`src/hdl/memSys_params.svh`:
```
`ifndef MEMSYS_PARAMS_SVH
`define MEMSYS_PARAMS_SVH

// data and instruction width
`define XLEN 32

// byte-wide ram, 4 KiB
`define BYTE_W 8
`define MEM_ADDR_W 12

// first fetch address after reset
`define RESET_PC 32'h0000_0000

`endif

```
`src/hdl/memPkg.sv`:
```
`include "memSys_params.svh"

package memPkg;

    typedef enum logic {
        LS_LOAD  = 1'b0,
        LS_STORE = 1'b1
    } lsKind_e;

    // 2'b11 is not a legal size
    typedef enum logic [1:0] {
        LEN_BYTE = 2'b00,
        LEN_HALF = 2'b01,
        LEN_WORD = 2'b10
    } accessLen_e;

    typedef struct packed {
        lsKind_e           kind;
        accessLen_e        len;
        logic              isSigned;
        logic [`XLEN-1:0]  addr;
        logic [`XLEN-1:0]  wdata;
    } memReq_t;

    typedef struct packed {
        logic                   we;
        logic [`MEM_ADDR_W-1:0] addr;
        logic [`BYTE_W-1:0]     wdata;
    } ramPort_t;

    typedef struct packed {
        logic [`XLEN-1:0] pc;
        logic [`XLEN-1:0] inst;
    } fetchOut_t;

endpackage

```
`src/hdl/loadStoreUnit.sv`:
```
`timescale 1ns/1ps
`include "memSys_params.svh"

module loadStoreUnit (
    input  logic             clk,
    input  logic             rst,
    input  logic             i_lsValid,
    input  memPkg::memReq_t  i_lsOp,
    output logic             o_lsBusy,
    output logic             o_dataReq,
    output memPkg::memReq_t  o_dataReqInfo,
    input  logic             i_dataDone,
    input  logic [`XLEN-1:0] i_dataRaw,
    output logic             o_lsDone,
    output logic [`XLEN-1:0] o_loadData
);
    logic            busy;
    memPkg::memReq_t opReg;
    logic            signBit;

    assign o_lsBusy      = busy;
    assign o_dataReq     = busy;
    assign o_dataReqInfo = opReg;
    assign o_lsDone      = busy && i_dataDone;

    always_ff @(posedge clk) begin
        if (rst) begin
            busy <= 1'b0;
        end else if (!busy && i_lsValid) begin
            busy <= 1'b1;
        end else if (i_dataDone) begin
            // request level drops right after done
            busy <= 1'b0;
        end
    end

    always_ff @(posedge clk) begin
        if (!busy && i_lsValid) begin
            opReg <= i_lsOp;
        end
    end

    // raw data arrives right-aligned with zero upper bytes
    always_comb begin
        case (opReg.len)
            memPkg::LEN_BYTE: begin
                signBit    = opReg.isSigned && i_dataRaw[`BYTE_W-1];
                o_loadData = {{(`XLEN-`BYTE_W){signBit}}, i_dataRaw[`BYTE_W-1:0]};
            end
            memPkg::LEN_HALF: begin
                signBit    = opReg.isSigned && i_dataRaw[2*`BYTE_W-1];
                o_loadData = {{(`XLEN-2*`BYTE_W){signBit}}, i_dataRaw[2*`BYTE_W-1:0]};
            end
            default: begin
                signBit    = 1'b0;
                o_loadData = i_dataRaw;
            end
        endcase
    end

    // one operation at a time, caller waits for done
    assert property (@(posedge clk) disable iff (rst)
        busy |-> !i_lsValid);

endmodule

```
`config.mk`:
```
export PLATFORM = sky130hd
export DESIGN_NAME = loadStoreUnit
export DESIGN_NICKNAME = d
export VERILOG_FILES = /design/src/hdl/memPkg.sv /design/src/hdl/loadStoreUnit.sv
export VERILOG_INCLUDE_DIRS = /design/src /design/src/hdl
export SDC_FILE = /design/constraint.sdc
export NUM_CORES = 1
export LEC_CHECK = 0
export BUFFER_PORTS_ARGS = -buffer_cell sky130_fd_sc_hd__buf_2
export CAP_MARGIN = 20
export CELL_PAD_IN_SITES_DETAIL_PLACEMENT = 1
export CELL_PAD_IN_SITES_GLOBAL_PLACEMENT = 1
export CORE_ASPECT_RATIO = 0.5
export CORE_UTILIZATION = 30
export DETAILED_ROUTE_END_ITERATION = 12
export GPL_ROUTABILITY_DRIVEN = 0
export PLACE_DENSITY = 0.92
export SLEW_MARGIN = 5
export SYNTH_ARGS = -nofsm -noshare
export SYNTH_HDL_FRONTEND = slang
export SYNTH_SLANG_ARGS = --single-unit
export TNS_END_PERCENT = 1
```
`constraint.sdc`:
```
create_clock -name clk -period 8 [get_ports clk]
set_clock_uncertainty 0.15 [all_clocks]
set_input_delay 0.8 -clock clk [delete_from_list [all_inputs] [get_ports clk]]
set_output_delay 0.8 -clock clk [all_outputs]
set_load 0.02 [all_outputs]
```
Word-level counts from Yosys, hierarchy flattened
Index checks and enable logic that the tools add are counted.
{"block": "word_totals", "ff_bits": 69, "input_bits": 104, "wordCells": 17}
{"block": "classes", "eq_ne": 1, "muxes": 3, "n_reduce_logical": 7}
{"cell": "$pmux 32 s2", "n": 1}
{"cell": "$logic_and 1x1->1", "n": 4}
{"cell": "$eq 2x1->1 const B", "n": 1}
{"cell": "$logic_not 2->1", "n": 1}
{"cell": "$mux 1", "n": 2}
{"cell": "$reduce_bool 2->1", "n": 1}
{"cell": "$logic_not 1->1", "n": 1}

Depth between registers and ports, before layout
Gate-level depths: netlist of run 1.
{"block": "logic_depth", "word_depth": 3, "depth_mapped": 4, "mapped_depth_nobuf": 2}

Least setup slack after synthesis of run 1
Ideal clock, no wire load.
{"block": "synth_path", "path_kind": "input -> register", "start": "input i_lsValid", "end": "register opReg (netlist bit o_dataReqInfo[0]) (enable)", "setup_time_ns": 0.501, "t_arrival_ns": 3.785, "required_time_ns": 7.349, "setup_slack_ns": 3.563, "stages": 1, "path_buffers": 0, "path_cell_list": "nor2b_1"}
{"block": "synth_between", "elab_chain_cells": 1}
{"item": "start, declared", "line_no": "loadStoreUnit.sv:7", "source": "input logic i_lsValid,"}
{"item": "$logic_and 1x1->1", "line_no": "loadStoreUnit.sv:38", "source": "if (!busy && i_lsValid) begin"}
{"item": "end signal, assigned", "line_no": "loadStoreUnit.sv:39", "source": "opReg <= i_lsOp;"}
{"item": "end, declared", "line_no": "loadStoreUnit.sv:18", "source": "memPkg::memReq_t opReg;"}
No other way between the ends.
A chain may end at the register's enable or synchronous reset.

Worst setup path in the final report of run 1
{"block": "layout_path", "start": "register opReg (netlist bit o_dataReqInfo[66])", "end": "output o_loadData[18]"}
{"block": "layout_between", "elab_chain_cells": 2, "word_cells_on_any_way": 3, "cone_classes": "1 x eq/ne; 1 x mux; 1 x reduce/logical"}
{"item": "$eq 2x1->1 / $logic_not 2->1 (equally long branches)", "line_no": "loadStoreUnit.sv:45", "source": "case (opReg.len)"}
{"item": "$pmux 32 s2 (*)", "line_no": "loadStoreUnit.sv:45"}
{"item": "end, declared", "line_no": "loadStoreUnit.sv:15", "source": "output logic [`XLEN-1:0] o_loadData"}
Every way passes the cells marked *; elsewhere a longest branch is shown, timed or not.

==> impl_metrics.prom, run 1 <==
# TYPE chip_impl_metric gauge
chip_impl_metric{name="setup_viol_count_final",unit=""} 0
chip_impl_info{name="run_status",value="completed"} 1
chip_impl_metric{name="hold_violations",unit=""} 0
chip_impl_metric{name="ys_ff_latch",unit=""} 69
chip_impl_metric{name="critical_path.max_stage_delay",unit="ns"} 0.84
chip_impl_metric{name="place_worst_setup_slack",unit="ns"} 5.22
chip_impl_metric{name="grt_antenna_before_repair",unit=""} 0
chip_impl_info{name="worstHoldStart",value="o_dataReq$_SDFFE_PP0P_"} 1
chip_impl_metric{name="grt_util_all_layers",unit="%"} 16.7
chip_impl_metric{name="placedCellCount",unit=""} 425
chip_impl_metric{name="floorplan.die.height",unit="um"} 66.2
chip_impl_info{name="tritoncts",value="done"} 1
chip_impl_metric{name="initial_core_util",unit="%"} 32.4
chip_impl_metric{name="fmax",unit="MHz"} 357
chip_impl_metric{name="final_max_slew_viol_count",unit=""} 0
chip_impl_metric{name="grt_first_pass_wirelength",unit="mm"} 10.1
chip_impl_metric{name="drt_iter0_drc",unit=""} 26
chip_impl_metric{name="cap_violations",unit=""} 0
chip_impl_metric{name="viasPerCell",unit=""} 4.19
chip_impl_metric{name="p_leak",unit="nW"} 1.71
chip_impl_metric{name="number_of_antenna_diodes",unit=""} 0
chip_impl_metric{name="synthXorXnorAreaFrac",unit="%"} 0
chip_impl_metric{name="numPortBuffers",unit=""} 192
chip_impl_metric{name="post-route-period-util",unit="%"} 35.0
chip_impl_metric{name="die_area",unit="um^2"} 8640
chip_impl_info{name="hold_class",value="flip-flop to flip-flop"} 1
chip_impl_info{name="rsz_0062_raised_after_global_routing",value="false"} 1
chip_impl_metric{name="post_cts_resize_count",unit=""} 0
chip_impl_metric{name="number_of_cells_traversed_by_the_worst_hold_path",unit=""} 2
chip_impl_metric{name="postCtsHoldBufs",unit=""} 0
chip_impl_metric{name="cts.sinks",unit=""} 69
chip_impl_metric{name="ys.warnings.count",unit=""} 0
chip_impl_metric{name="finish.cell_count_without_fillers",unit=""} 441
chip_impl_metric{name="insertion_delay",unit="ns"} 0.31
chip_impl_metric{name="grt_overflow_total",unit=""} 0
chip_impl_metric{name="crit_path_max_fanout",unit=""} 27
chip_impl_metric{name="final.setup.tns",unit="ns"} 0
chip_impl_metric{name="worst_slack",unit="ns"} 5.20
chip_impl_metric{name="vdd_ir_max",unit="V"} 0.000167
chip_impl_metric{name="cts_inserted_buffers",unit=""} 9
chip_impl_metric{name="core_area",unit="um^2"} 7650
chip_impl_metric{name="timing.max_slew.rel_slack",unit="%"} 39.3
chip_impl_metric{name="mappedNetlistArea",unit="um^2"} 2480
chip_impl_metric{name="cts.repair_timing.setup_buffer_count",unit=""} 0
chip_impl_metric{name="tightestPinTransition",unit="ns"} 0.909
chip_impl_metric{name="synth_compound_area_share",unit="%"} 5.46
chip_impl_metric{name="std_cell_rows",unit=""} 22
chip_impl_metric{name="synth_seq_area_share",unit="%"} 83.3
chip_impl_metric{name="wire_per_inst",unit="um"} 16.4
chip_impl_metric{name="fill_cells",unit=""} 854
chip_impl_metric{name="area_used_by_multi_input_combinational_logic",unit="um^2"} 302
chip_impl_metric{name="area_delta_synth_final",unit="%"} 51.1
chip_impl_metric{name="timing.reg2reg.worst_path_depth",unit=""} 2
chip_impl_metric{name="io_pins",unit=""} 207
chip_impl_metric{name="post_synth_mux_area_share",unit="%"} 0.910
chip_impl_info{name="reg2reg_to",value="o_dataReqInfo[58]$_DFFE_PP_"} 1
chip_impl_metric{name="ctsHtreeMaxLevel",unit=""} 3
chip_impl_info{name="r2r_start",value="o_dataReq$_SDFFE_PP0P_"} 1
chip_impl_metric{name="post_synth.cell_area_avg",unit="um^2"} 17.7
chip_impl_metric{name="finalHoldWorstSlack",unit="ns"} 0.428
chip_impl_metric{name="drc_errors",unit=""} 0
chip_impl_metric{name="power.density_cell_area",unit="nW/um^2"} 243
chip_impl_metric{name="synthAdderAreaFrac",unit="%"} 0
chip_impl_info{name="critical_path.slowest_cell",value="edfxtp_1"} 1
chip_impl_metric{name="dp_hpwl",unit="mm"} 5.76
chip_impl_info{name="crit_path_cell_trace",value="nand2b_4 -> o21ai_0 -> buf_2"} 1
chip_impl_metric{name="yosys.cell_types.count",unit=""} 17
chip_impl_metric{name="sequential_cell_area",unit="um^2"} 2060
chip_impl_metric{name="drt_pass1_iterations",unit=""} 4
chip_impl_metric{name="r2r_setup_slack",unit="ns"} 5.83
chip_impl_metric{name="postRouteWirelength",unit="mm"} 7.25
chip_impl_metric{name="layout_min_cycle_time",unit="ns"} 2.80
chip_impl_metric{name="worst-endpoint-arrival",unit="ns"} 1.85
chip_impl_metric{name="num_vias",unit=""} 1848
chip_impl_info{name="setup.worst_path.start_class",value="flip-flop"} 1
chip_impl_metric{name="synthSimpleGateAreaFrac",unit="%"} 5.51
chip_impl_info{name="mostFrequentLayoutCells",value="buf_2, edfxtp_1, nand2_1"} 1
chip_impl_metric{name="ctsLongestPathBuffers",unit=""} 2
chip_impl_metric{name="grt_pass1_vias",unit=""} 1899
chip_impl_info{name="timing.critical_path.max_delay_family",value="flip-flops"} 1
chip_impl_metric{name="timing.critical_path.depth",unit=""} 3
chip_impl_metric{name="nets",unit=""} 432
chip_impl_metric{name="syn_nets",unit=""} 244
chip_impl_metric{name="synthesis.instances",unit=""} 140
chip_impl_metric{name="timing.critical_path.buf_inv",unit=""} 1
chip_impl_metric{name="chipWidth",unit="um"} 130
chip_impl_info{name="dominant_combinational_cell_family_by_area_after_synthesis",value="simple AND/OR/NAND/NOR gates"} 1
chip_impl_info{name="worstSetupPathType",value="flip-flop to primary output"} 1
chip_impl_info{name="layout.cells.most_common",value="buf_2"} 1
chip_impl_metric{name="drtAntennaViolNets",unit=""} 0
chip_impl_info{name="end_kind",value="primary output"} 1
chip_impl_metric{name="worst_ep_required_time",unit="ns"} 7.05
chip_impl_metric{name="drive_gt1_share",unit="%"} 64.0
chip_impl_metric{name="largest_net_degree_at_the_start_of_global_routing",unit=""} 37
chip_impl_info{name="root_buffer",value="clkbuf_16"} 1
chip_impl_metric{name="path_clk_slew",unit="ns"} 0.05
chip_impl_info{name="worstHoldEndpoint",value="o_dataReq$_SDFFE_PP0P_"} 1
metal layers:
metal  GRT usage, %  wire, um
met2           33.7      4110
met4           4.45        45
met1           16.9      2700
met5              0         0
met3           4.61       393
synthesized netlist by cell type (all sizes together):
cell type / n / area share (%)
nand4bb: 1 / 0.45
nor2b: 1 / 0.25
nand2b: 1 / 0.56
edfxtp: 68 / 82
and2: 1 / 0.25
nor2: 1 / 0.15
nor3: 1 / 0.20
nand2: 24 / 3.6
clkbuf: 1 / 0.15
dfxtp: 1 / 0.81
buf: 15 / 4.7
mux2i: 1 / 0.91
o21ai: 24 / 5.5
tightest hold or removal path: stages (launching register included):
cell     delay [ns]
dfxtp_1        0.36
nor2_1         0.12
nor3_1         0.05
stage by stage:
| step | power [W] | area (um^2) | utilization (%) |
|---|---|---|---|
| 2_1_floorplan | 0.000512 | 2480 | - |
| 3_3_place_gp | 0.000560 | 3470 | 45.3 |
| 3_5_place_dp | 0.000565 | 3470 | 45.3 |
| 4_1_cts | 0.000922 | 3740 | 48.9 |
| 5_1_grt | 0.000947 | 3740 | 48.9 |
| 6_report | 0.000910 | 3740 | 48.9 |
power breakdown:
| part | total, W | internal, W | switching (W) |
|---|---|---|---|
| registers | 0.000434 | 0.000425 | 0.00000939 |
| clock network | 0.000354 | 0.000226 | 0.000129 |
| logic | 0.000121 | 0.0000435 | 0.0000779 |
| total | 0.000910 | 0.000694 | 0.000216 |
registers in the layout, summed over array words and instances (netlist names):
name,flops
o_dataReq,1
o_dataReqInfo,68
cells by family after synthesis:
family          Yosys count
buf+inv                  16
simple gates             30
mux                       1
compound gates           24
flops                    69
area by class of cell:
class / count / share of cell area, %
Sequential cell: 69 / 55.1
Timing Repair Buffer: 193 / 25.9
Clock inverter: 2 / 0.268
Clock buffer: 14 / 7.06
Multi-Input combinational cell: 55 / 8.06
Tap cell: 108 / 3.61
worst max path at each step:
stage / slack, ns / to / start
2_1_floorplan: 3.56 / o_dataReqInfo[0]$_DFFE_PP_ / i_lsValid
3_3_place_gp: 5.31 / o_dataReqInfo[40]$_DFFE_PP_ / i_lsValid
3_5_place_dp: 5.22 / o_dataReqInfo[58]$_DFFE_PP_ / i_lsValid
4_1_cts: 5.12 / o_loadData[15] / o_dataReqInfo[66]$_DFFE_PP_
5_1_grt: 5.01 / o_loadData[30] / o_dataReqInfo[66]$_DFFE_PP_
6_report: 5.20 / o_loadData[18] / o_dataReqInfo[66]$_DFFE_PP_
Power figures use the tool's default switching activity.
==> run 2, diff against run 1 <==
--- a/config.mk
+++ b/config.mk
@@ -11,10 +11,10 @@
 export CELL_PAD_IN_SITES_DETAIL_PLACEMENT = 1
 export CELL_PAD_IN_SITES_GLOBAL_PLACEMENT = 1
 export CORE_ASPECT_RATIO = 0.5
-export CORE_UTILIZATION = 30
+export CORE_UTILIZATION = 25
 export DETAILED_ROUTE_END_ITERATION = 12
 export GPL_ROUTABILITY_DRIVEN = 0
-export PLACE_DENSITY = 0.92
+export PLACE_DENSITY = 0.83
 export SLEW_MARGIN = 5
 export SYNTH_ARGS = -nofsm -noshare
 export SYNTH_HDL_FRONTEND = slang
==> constraint.sdc (replaced) <==
create_clock -name clk -period 2.3 [get_ports clk]
set_clock_uncertainty 0.15 [all_clocks]
set_input_delay 0.23 -clock clk [delete_from_list [all_inputs] [get_ports clk]]
set_output_delay 0.23 -clock clk [all_outputs]
set_load 0.02 [all_outputs]
==> run 2 against run 1 <==
Against the previous run:
- setup slack got worse by 5.0 ns
- critical endpoint is now o_loadData[8]
- highest routed layer unchanged
- die area increased by 20%
- register-to-register slack got worse by 5.0 ns
- critical path type unchanged
- sequential power increased to 3.5 times the previous value
- worst hold slack got worse by 0.39 ns
- largest power group unchanged
- combinational power increased to 4.5 times the previous value
- clock power increased to 4.1 times the previous value
- critical path depth unchanged
- global-route usage increased by 0.22 points
- sequential share of layout area decreased by 9.8 points
- via count increased by 19%
- flip-flop and latch count unchanged
==> impl_metrics.prom, run 2 (synthesis gave the netlist of run 1 again) <==
# TYPE chip_impl_metric gauge
chip_impl_metric{name="tightestPinTransition",unit="ns"} 0.545
chip_impl_info{name="cp-startpoint",value="o_dataReqInfo[66]$_DFFE_PP_"} 1
chip_impl_metric{name="post-route-period-util",unit="%"} 92.1
chip_impl_metric{name="timing.max_slew.rel_slack",unit="%"} 63.7
chip_impl_info{name="end_kind",value="primary output"} 1
chip_impl_metric{name="critical_path.max_stage_delay",unit="ns"} 0.62
chip_impl_metric{name="largest_net_degree_at_the_start_of_global_routing",unit=""} 62
chip_impl_metric{name="numPortBuffers",unit=""} 192
chip_impl_metric{name="cts.sinks",unit=""} 69
chip_impl_metric{name="nets",unit=""} 503
chip_impl_metric{name="hold_violations",unit=""} 0
chip_impl_metric{name="cts_inserted_buffers",unit=""} 9
chip_impl_metric{name="postPlaceCellArea",unit="um^2"} 3520
chip_impl_info{name="critical_path.slowest_cell",value="edfxtp_1"} 1
chip_impl_metric{name="worst_ep_required_time",unit="ns"} 1.92
chip_impl_info{name="rsz_0062_raised_after_global_routing",value="false"} 1
chip_impl_metric{name="timing.reg2reg.worst_path_depth",unit=""} 2
chip_impl_metric{name="fill_cells",unit=""} 1039
chip_impl_metric{name="layout_min_cycle_time",unit="ns"} 2.12
chip_impl_metric{name="chipWidth",unit="um"} 143
chip_impl_metric{name="finish.instance_area",unit="um^2"} 4550
chip_impl_metric{name="worst-endpoint-arrival",unit="ns"} 1.74
chip_impl_metric{name="wire_per_inst",unit="um"} 16.5
chip_impl_metric{name="placedCellCount",unit=""} 453
chip_impl_info{name="cp-endpoint",value="o_loadData[8]"} 1
chip_impl_metric{name="path_clk_slew",unit="ns"} 0.05
chip_impl_metric{name="grt_util_all_layers",unit="%"} 16.9
chip_impl_info{name="r2r_start",value="o_dataReq$_SDFFE_PP0P_"} 1
chip_impl_metric{name="drt_iter0_drc",unit=""} 67
chip_impl_metric{name="crit_path_max_fanout",unit=""} 18
chip_impl_metric{name="grt_antenna_before_repair",unit=""} 0
chip_impl_metric{name="std_cell_rows",unit=""} 25
chip_impl_info{name="tritoncts",value="done"} 1
chip_impl_metric{name="ctsLongestPathBuffers",unit=""} 2
chip_impl_metric{name="die_area",unit="um^2"} 10300
chip_impl_metric{name="drive_gt1_share",unit="%"} 54.0
chip_impl_metric{name="ctsHtreeMaxLevel",unit=""} 3
chip_impl_metric{name="final.setup.tns",unit="ns"} 0
chip_impl_info{name="run_status",value="completed"} 1
chip_impl_metric{name="setup_viol_count_final",unit=""} 0
chip_impl_info{name="mostFrequentLayoutCells",value="buf_2, dlygate4sd3_1, edfxtp_1"} 1
chip_impl_metric{name="dp_hpwl",unit="mm"} 5.45
chip_impl_metric{name="core_area",unit="um^2"} 9540
chip_impl_metric{name="cap_violations",unit=""} 0
chip_impl_metric{name="r2r_setup_slack",unit="ns"} 0.81
chip_impl_metric{name="p_leak",unit="nW"} 2.04
chip_impl_info{name="layout.cells.most_common",value="buf_2"} 1
chip_impl_metric{name="io_pins",unit=""} 207
chip_impl_info{name="hold_class",value="input port to flip-flop"} 1
chip_impl_metric{name="num_vias",unit=""} 2196
chip_impl_metric{name="initial_core_util",unit="%"} 26.0
chip_impl_info{name="crit_path_cell_trace",value="nand4bb_2 -> nand2_1 -> buf_2"} 1
chip_impl_info{name="setup.worst_path.start_class",value="flip-flop"} 1
chip_impl_info{name="worstSetupPathType",value="flip-flop to primary output"} 1
chip_impl_metric{name="grt_overflow_total",unit=""} 0
chip_impl_metric{name="drc_errors",unit=""} 0
chip_impl_metric{name="grt_first_pass_wirelength",unit="mm"} 12.6
chip_impl_metric{name="number_of_antenna_diodes",unit=""} 0
chip_impl_metric{name="drt_pass1_iterations",unit=""} 4
chip_impl_metric{name="insertion_delay",unit="ns"} 0.32
chip_impl_metric{name="postRouteWirelength",unit="mm"} 8.87
chip_impl_metric{name="floorplan.die.height",unit="um"} 72.4
chip_impl_info{name="root_buffer",value="clkbuf_16"} 1
chip_impl_metric{name="vdd_ir_max",unit="V"} 0.000602
chip_impl_info{name="reg2reg_to",value="o_dataReqInfo[14]$_DFFE_PP_"} 1
chip_impl_metric{name="largest_reg_flops",unit=""} 68
chip_impl_metric{name="final_max_slew_viol_count",unit=""} 0
chip_impl_metric{name="viasPerCell",unit=""} 4.07
chip_impl_metric{name="grt_pass1_vias",unit=""} 2394
chip_impl_metric{name="fmax",unit="MHz"} 472
chip_impl_metric{name="drtAntennaViolNets",unit=""} 0
chip_impl_metric{name="finish.cell_count_without_fillers",unit=""} 539
chip_impl_metric{name="power.density_cell_area",unit="nW/um^2"} 770
chip_impl_metric{name="area_delta_synth_final",unit="%"} 83.9
[run 2: changes by cell type in the layout (fill, tap and decap cells not counted), moves of 2 or more]
cell,before,now
dlygate4sd3_1,0,69
clkbuf_1,3,1
clkinv_4,0,2
buf_12,0,2
bufinv_16,0,2
clkbuf_8,2,0
[run 2: what timing repair did]
| action | 4_1_cts | 5_1_grt |
|---|---|---|
| buffers inserted | 0 | 1 |
| resized for setup | 0 | 1 |
| hold buffers | 69 | 0 |
| endpoints found under the setup margin | 0 | 4 |
| hold endpoints to repair | 69 | 0 |
[run 2: layer usage]
layer  global-route usage, %  vias up  wire length [um]
li1                        -     1026                 -
met1                    13.9     1049              2780
met2                    37.2      100              5350
met3                    4.75       21               517
met4                    7.17        0               223
met5                       0        -                 0
[run 2: per-stage QoR]
step	power, W	setup slack (ns)	util, %	hold WS [ns]
global placement	0.00195	0.506	36.9	0.248
CTS	0.00352	0.0537	47.5	0.0236
detailed placement	0.00197	0.409	36.9	0.252
floorplan	0.00178	0.270	-	0.159
finish	0.00351	0.181	47.7	0.0362
global route	0.00363	0.0519	47.7	0.0548
[run 2: worst min path at each step]
| stage | from | to | slack [ns] | cells after the start |
|---|---|---|---|---|
| floorplan | rst | o_dataReq$_SDFFE_PP0P_ | 0.16 | 1 |
| global placement | rst | o_dataReq$_SDFFE_PP0P_ | 0.25 | 2 |
| detailed placement | rst | o_dataReq$_SDFFE_PP0P_ | 0.25 | 2 |
| CTS | i_lsValid | o_dataReq$_SDFFE_PP0P_ | 0.02 | 3 |
| global route | i_lsValid | o_dataReq$_SDFFE_PP0P_ | 0.05 | 3 |
| finish | i_lsValid | o_dataReq$_SDFFE_PP0P_ | 0.04 | 3 |
[run 2: worst max-delay path: cells and delay by family (launching register included)]
| kind | cells | cell delay [ns] |
|---|---|---|
| simple gates | 2 | 0.61 |
| flops | 1 | 0.62 |
| buf+inv | 1 | 0.18 |
[run 2: power by group]
| group | switching [W] | leakage (nW) | internal (W) |
|---|---|---|---|
| logic | 0.000301 | 1.22 | 0.000238 |
| registers | 0.0000320 | 0.659 | 0.00148 |
| clock network | 0.000511 | 0.156 | 0.000949 |
[run 2: final cells by class]
class	count	area [um^2]	share of cell area (%)
well taps	135	169	3.71
clock inverters	6	87.6	1.92
clock buffers	10	229	5.03
repair buffers	264	1700	37.3
multi-input cells	55	307	6.73
flip-flops and latches	69	2060	45.3
==> run 3, diff against run 2 <==
--- a/config.mk
+++ b/config.mk
@@ -8,12 +8,9 @@
 export LEC_CHECK = 0
 export BUFFER_PORTS_ARGS = -buffer_cell sky130_fd_sc_hd__buf_2
 export CAP_MARGIN = 20
-export CELL_PAD_IN_SITES_DETAIL_PLACEMENT = 1
-export CELL_PAD_IN_SITES_GLOBAL_PLACEMENT = 1
 export CORE_ASPECT_RATIO = 0.5
-export CORE_UTILIZATION = 25
+export CORE_UTILIZATION = 34
 export DETAILED_ROUTE_END_ITERATION = 12
-export GPL_ROUTABILITY_DRIVEN = 0
 export PLACE_DENSITY = 0.83
 export SLEW_MARGIN = 5
 export SYNTH_ARGS = -nofsm -noshare
==> constraint.sdc (replaced) <==
create_clock -name clk -period 2.3 [get_ports clk]
set_clock_uncertainty 0.15 [all_clocks]
set_input_delay 0.23 -clock clk [delete_from_list [all_inputs] [get_ports clk]]
set_output_delay 0.23 -clock clk [all_outputs]
set_load 0.05 [all_outputs]
==> run 3 against run 2 <==
Against the previous run:
- routed wire length decreased by 19%
- sequential power about the same
- utilization increased by 17 points
- total power is essentially flat
- non-clock buffer count is 1 higher
- combinational power increased by 45%
- via count is 4.3% lower
- die area decreased by 26%
- clock-buffer cell count grew 4
- clock power decreased by 16%
- sequential share of layout area up 1.1 points
- critical path depth grew 1
- critical endpoint is now o_loadData[19]
- largest power group unchanged
==> impl_metrics.prom, run 3 (synthesis gave the netlist of run 1 again) <==
# TYPE chip_impl_metric gauge
chip_impl_metric{name="utilization_after_layout",unit="%"} 64.8
chip_impl_metric{name="ctsLongestPathBuffers",unit=""} 2
chip_impl_metric{name="initial_core_util",unit="%"} 36.1
chip_impl_metric{name="post-route-period-util",unit="%"} 92.2
chip_impl_metric{name="cts_inserted_buffers",unit=""} 9
chip_impl_metric{name="setup_viol_count_final",unit=""} 0
chip_impl_metric{name="drc_errors",unit=""} 0
chip_impl_metric{name="tightestPinTransition",unit="ns"} 0.483
chip_impl_metric{name="timing.max_slew.rel_slack",unit="%"} 67.8
chip_impl_info{name="worstSetupPathType",value="flip-flop to primary output"} 1
chip_impl_metric{name="drt_pass1_iterations",unit=""} 6
chip_impl_metric{name="finish.cell_count_without_fillers",unit=""} 497
chip_impl_metric{name="insertion_delay",unit="ns"} 0.32
chip_impl_metric{name="drive_gt1_share",unit="%"} 53.3
chip_impl_metric{name="area_used_by_multi_input_combinational_logic",unit="um^2"} 302
chip_impl_metric{name="dp_hpwl",unit="mm"} 4.89
chip_impl_metric{name="finalHoldWorstSlack",unit="ns"} 0.0654
chip_impl_info{name="cp-startpoint",value="o_dataReqInfo[65]$_DFFE_PP_"} 1
chip_impl_metric{name="io_pins",unit=""} 207
chip_impl_metric{name="postRouteWirelength",unit="mm"} 7.22
chip_impl_metric{name="drt_iter0_drc",unit=""} 69
chip_impl_metric{name="area_delta_synth_final",unit="%"} 79.6
chip_impl_info{name="mostFrequentLayoutCells",value="buf_2, dlygate4sd3_1, edfxtp_1"} 1
chip_impl_metric{name="num_vias",unit=""} 2101
chip_impl_metric{name="largest_net_degree_at_the_start_of_global_routing",unit=""} 39
chip_impl_metric{name="path_clk_slew",unit="ns"} 0.05
chip_impl_metric{name="chipWidth",unit="um"} 123
chip_impl_metric{name="placedCellCount",unit=""} 411
chip_impl_metric{name="largest_reg_flops",unit=""} 68
chip_impl_metric{name="grt_first_pass_wirelength",unit="mm"} 10.8
chip_impl_info{name="crit_path_cell_trace",value="mux2i_4 -> buf_12 -> o21ai_0 -> buf_2"} 1
chip_impl_metric{name="grt_overflow_total",unit=""} 0
chip_impl_metric{name="cts.sinks",unit=""} 69
chip_impl_info{name="worstHoldStart",value="i_lsValid"} 1
chip_impl_metric{name="worst_ep_required_time",unit="ns"} 1.92
chip_impl_metric{name="fill_cells",unit=""} 510
chip_impl_metric{name="sequential_cell_area",unit="um^2"} 2060
chip_impl_metric{name="hold_violations",unit=""} 0
chip_impl_metric{name="power.density_cell_area",unit="nW/um^2"} 789
chip_impl_metric{name="viasPerCell",unit=""} 4.23
chip_impl_metric{name="critical_path.max_stage_delay",unit="ns"} 0.53
chip_impl_metric{name="met1Wirelength",unit="mm"} 2.59
chip_impl_metric{name="ctsHtreeMaxLevel",unit=""} 3
chip_impl_metric{name="nets",unit=""} 504
chip_impl_metric{name="worst_slack",unit="ns"} 0.179
chip_impl_metric{name="wl_met2",unit="mm"} 4.12
chip_impl_metric{name="layout_min_cycle_time",unit="ns"} 2.12
chip_impl_metric{name="number_of_antenna_diodes",unit=""} 0
chip_impl_info{name="setup.worst_path.start_class",value="flip-flop"} 1
chip_impl_metric{name="grt_antenna_before_repair",unit=""} 0
chip_impl_metric{name="die_area",unit="um^2"} 7650
chip_impl_info{name="run_status",value="completed"} 1
chip_impl_metric{name="routabilityCongestion",unit=""} 0.819
chip_impl_metric{name="timing.critical_path.buf_inv",unit=""} 2
chip_impl_metric{name="p_leak",unit="nW"} 2.02
chip_impl_metric{name="numPortBuffers",unit=""} 192
chip_impl_info{name="route.top_layer_used",value="met4"} 1
chip_impl_info{name="layout.cells.most_common",value="buf_2"} 1
chip_impl_metric{name="core_area",unit="um^2"} 6860
chip_impl_info{name="rsz_0062_raised_after_global_routing",value="false"} 1
chip_impl_info{name="critical_path.slowest_cell",value="edfxtp_1"} 1
chip_impl_info{name="r2r_start",value="o_dataReq$_SDFFE_PP0P_"} 1
chip_impl_info{name="tritoncts",value="done"} 1
chip_impl_info{name="end_kind",value="primary output"} 1
chip_impl_metric{name="cap_violations",unit=""} 0
chip_impl_info{name="timing.critical_path.max_delay_family",value="flip-flops"} 1
chip_impl_metric{name="detailed_route_wirelength_on_metal3",unit="um"} 385
chip_impl_metric{name="std_cell_rows",unit=""} 21
chip_impl_metric{name="place_worst_setup_slack",unit="ns"} 0.437
chip_impl_metric{name="worst-endpoint-arrival",unit="ns"} 1.74
chip_impl_metric{name="fmax",unit="MHz"} 472
chip_impl_info{name="root_buffer",value="clkbuf_16"} 1
chip_impl_metric{name="drtAntennaViolNets",unit=""} 0
chip_impl_metric{name="wire_per_inst",unit="um"} 14.5
chip_impl_metric{name="crit_path_max_fanout",unit=""} 16
chip_impl_metric{name="vdd_ir_max",unit="V"} 0.000549
chip_impl_metric{name="grt_pass1_vias",unit=""} 2240
chip_impl_info{name="hold_class",value="input port to flip-flop"} 1
chip_impl_metric{name="grt_util_all_layers",unit="%"} 19.6
chip_impl_metric{name="floorplan.die.height",unit="um"} 62.3
chip_impl_metric{name="final_max_slew_viol_count",unit=""} 0
run 3: changes by cell type in the layout (fill, tap and decap cells not counted), sizes merged:
cell    before  now
clkbuf      10   14
bufinv       2    0
clkinv       4    2
buf        195  196
run 3: stage by stage:
stage / total power (W) / TNS [ns] / cell area (um^2)
detailed placement: 0.00221 / 0 / 3460
CTS: 0.00353 / 0 / 4430
floorplan: 0.00204 / -1.25 / 2480
global placement: 0.00219 / 0 / 3460
finish: 0.00351 / 0 / 4450
global route: 0.00364 / 0 / 4450
run 3: per-layer routing:
metal / vias up / GRT usage (%)
met5: - / 0
met4: 0 / 7.47
met3: 15 / 6.25
met2: 85 / 38.8
met1: 976 / 18.3
li1: 1025 / -
run 3: final cells by class:
| cell class | count | share of cell area, % |
|---|---|---|
| flip-flops and latches | 69 | 46.4 |
| repair buffers | 265 | 38.1 |
| multi-input cells | 55 | 6.78 |
| clock buffers | 14 | 5.94 |
| well taps | 92 | 2.59 |
| clock inverters | 2 | 0.225 |
run 3: worst paths after layout:
check        cells after the start                           to  slack, ns
min                              3       o_dataReq$_SDFFE_PP0P_       0.07
min reg2reg                      2       o_dataReq$_SDFFE_PP0P_       0.44
max                              4               o_loadData[19]       0.18
max reg2reg                      2  o_dataReqInfo[48]$_DFFE_PP_       0.86
run 3: worst min-delay path: cells and delay by family:
kind,cells,cell delay [ns]
AND/OR/NAND/NOR,2,0.14
buffers and inverters,1,0.11
run 3: power breakdown:
part	internal [W]	switching [W]
registers	0.00148	0.0000256
clock network	0.000784	0.000442
logic	0.000236	0.000543
run 3: repair_timing:
item                                    4_1_cts  5_1_grt
buffers inserted                              0        1
endpoints found under the setup margin        0        3
endpoints found under the hold margin        69        0
hold buffers                                 69        0
gates resized for setup                       0        0
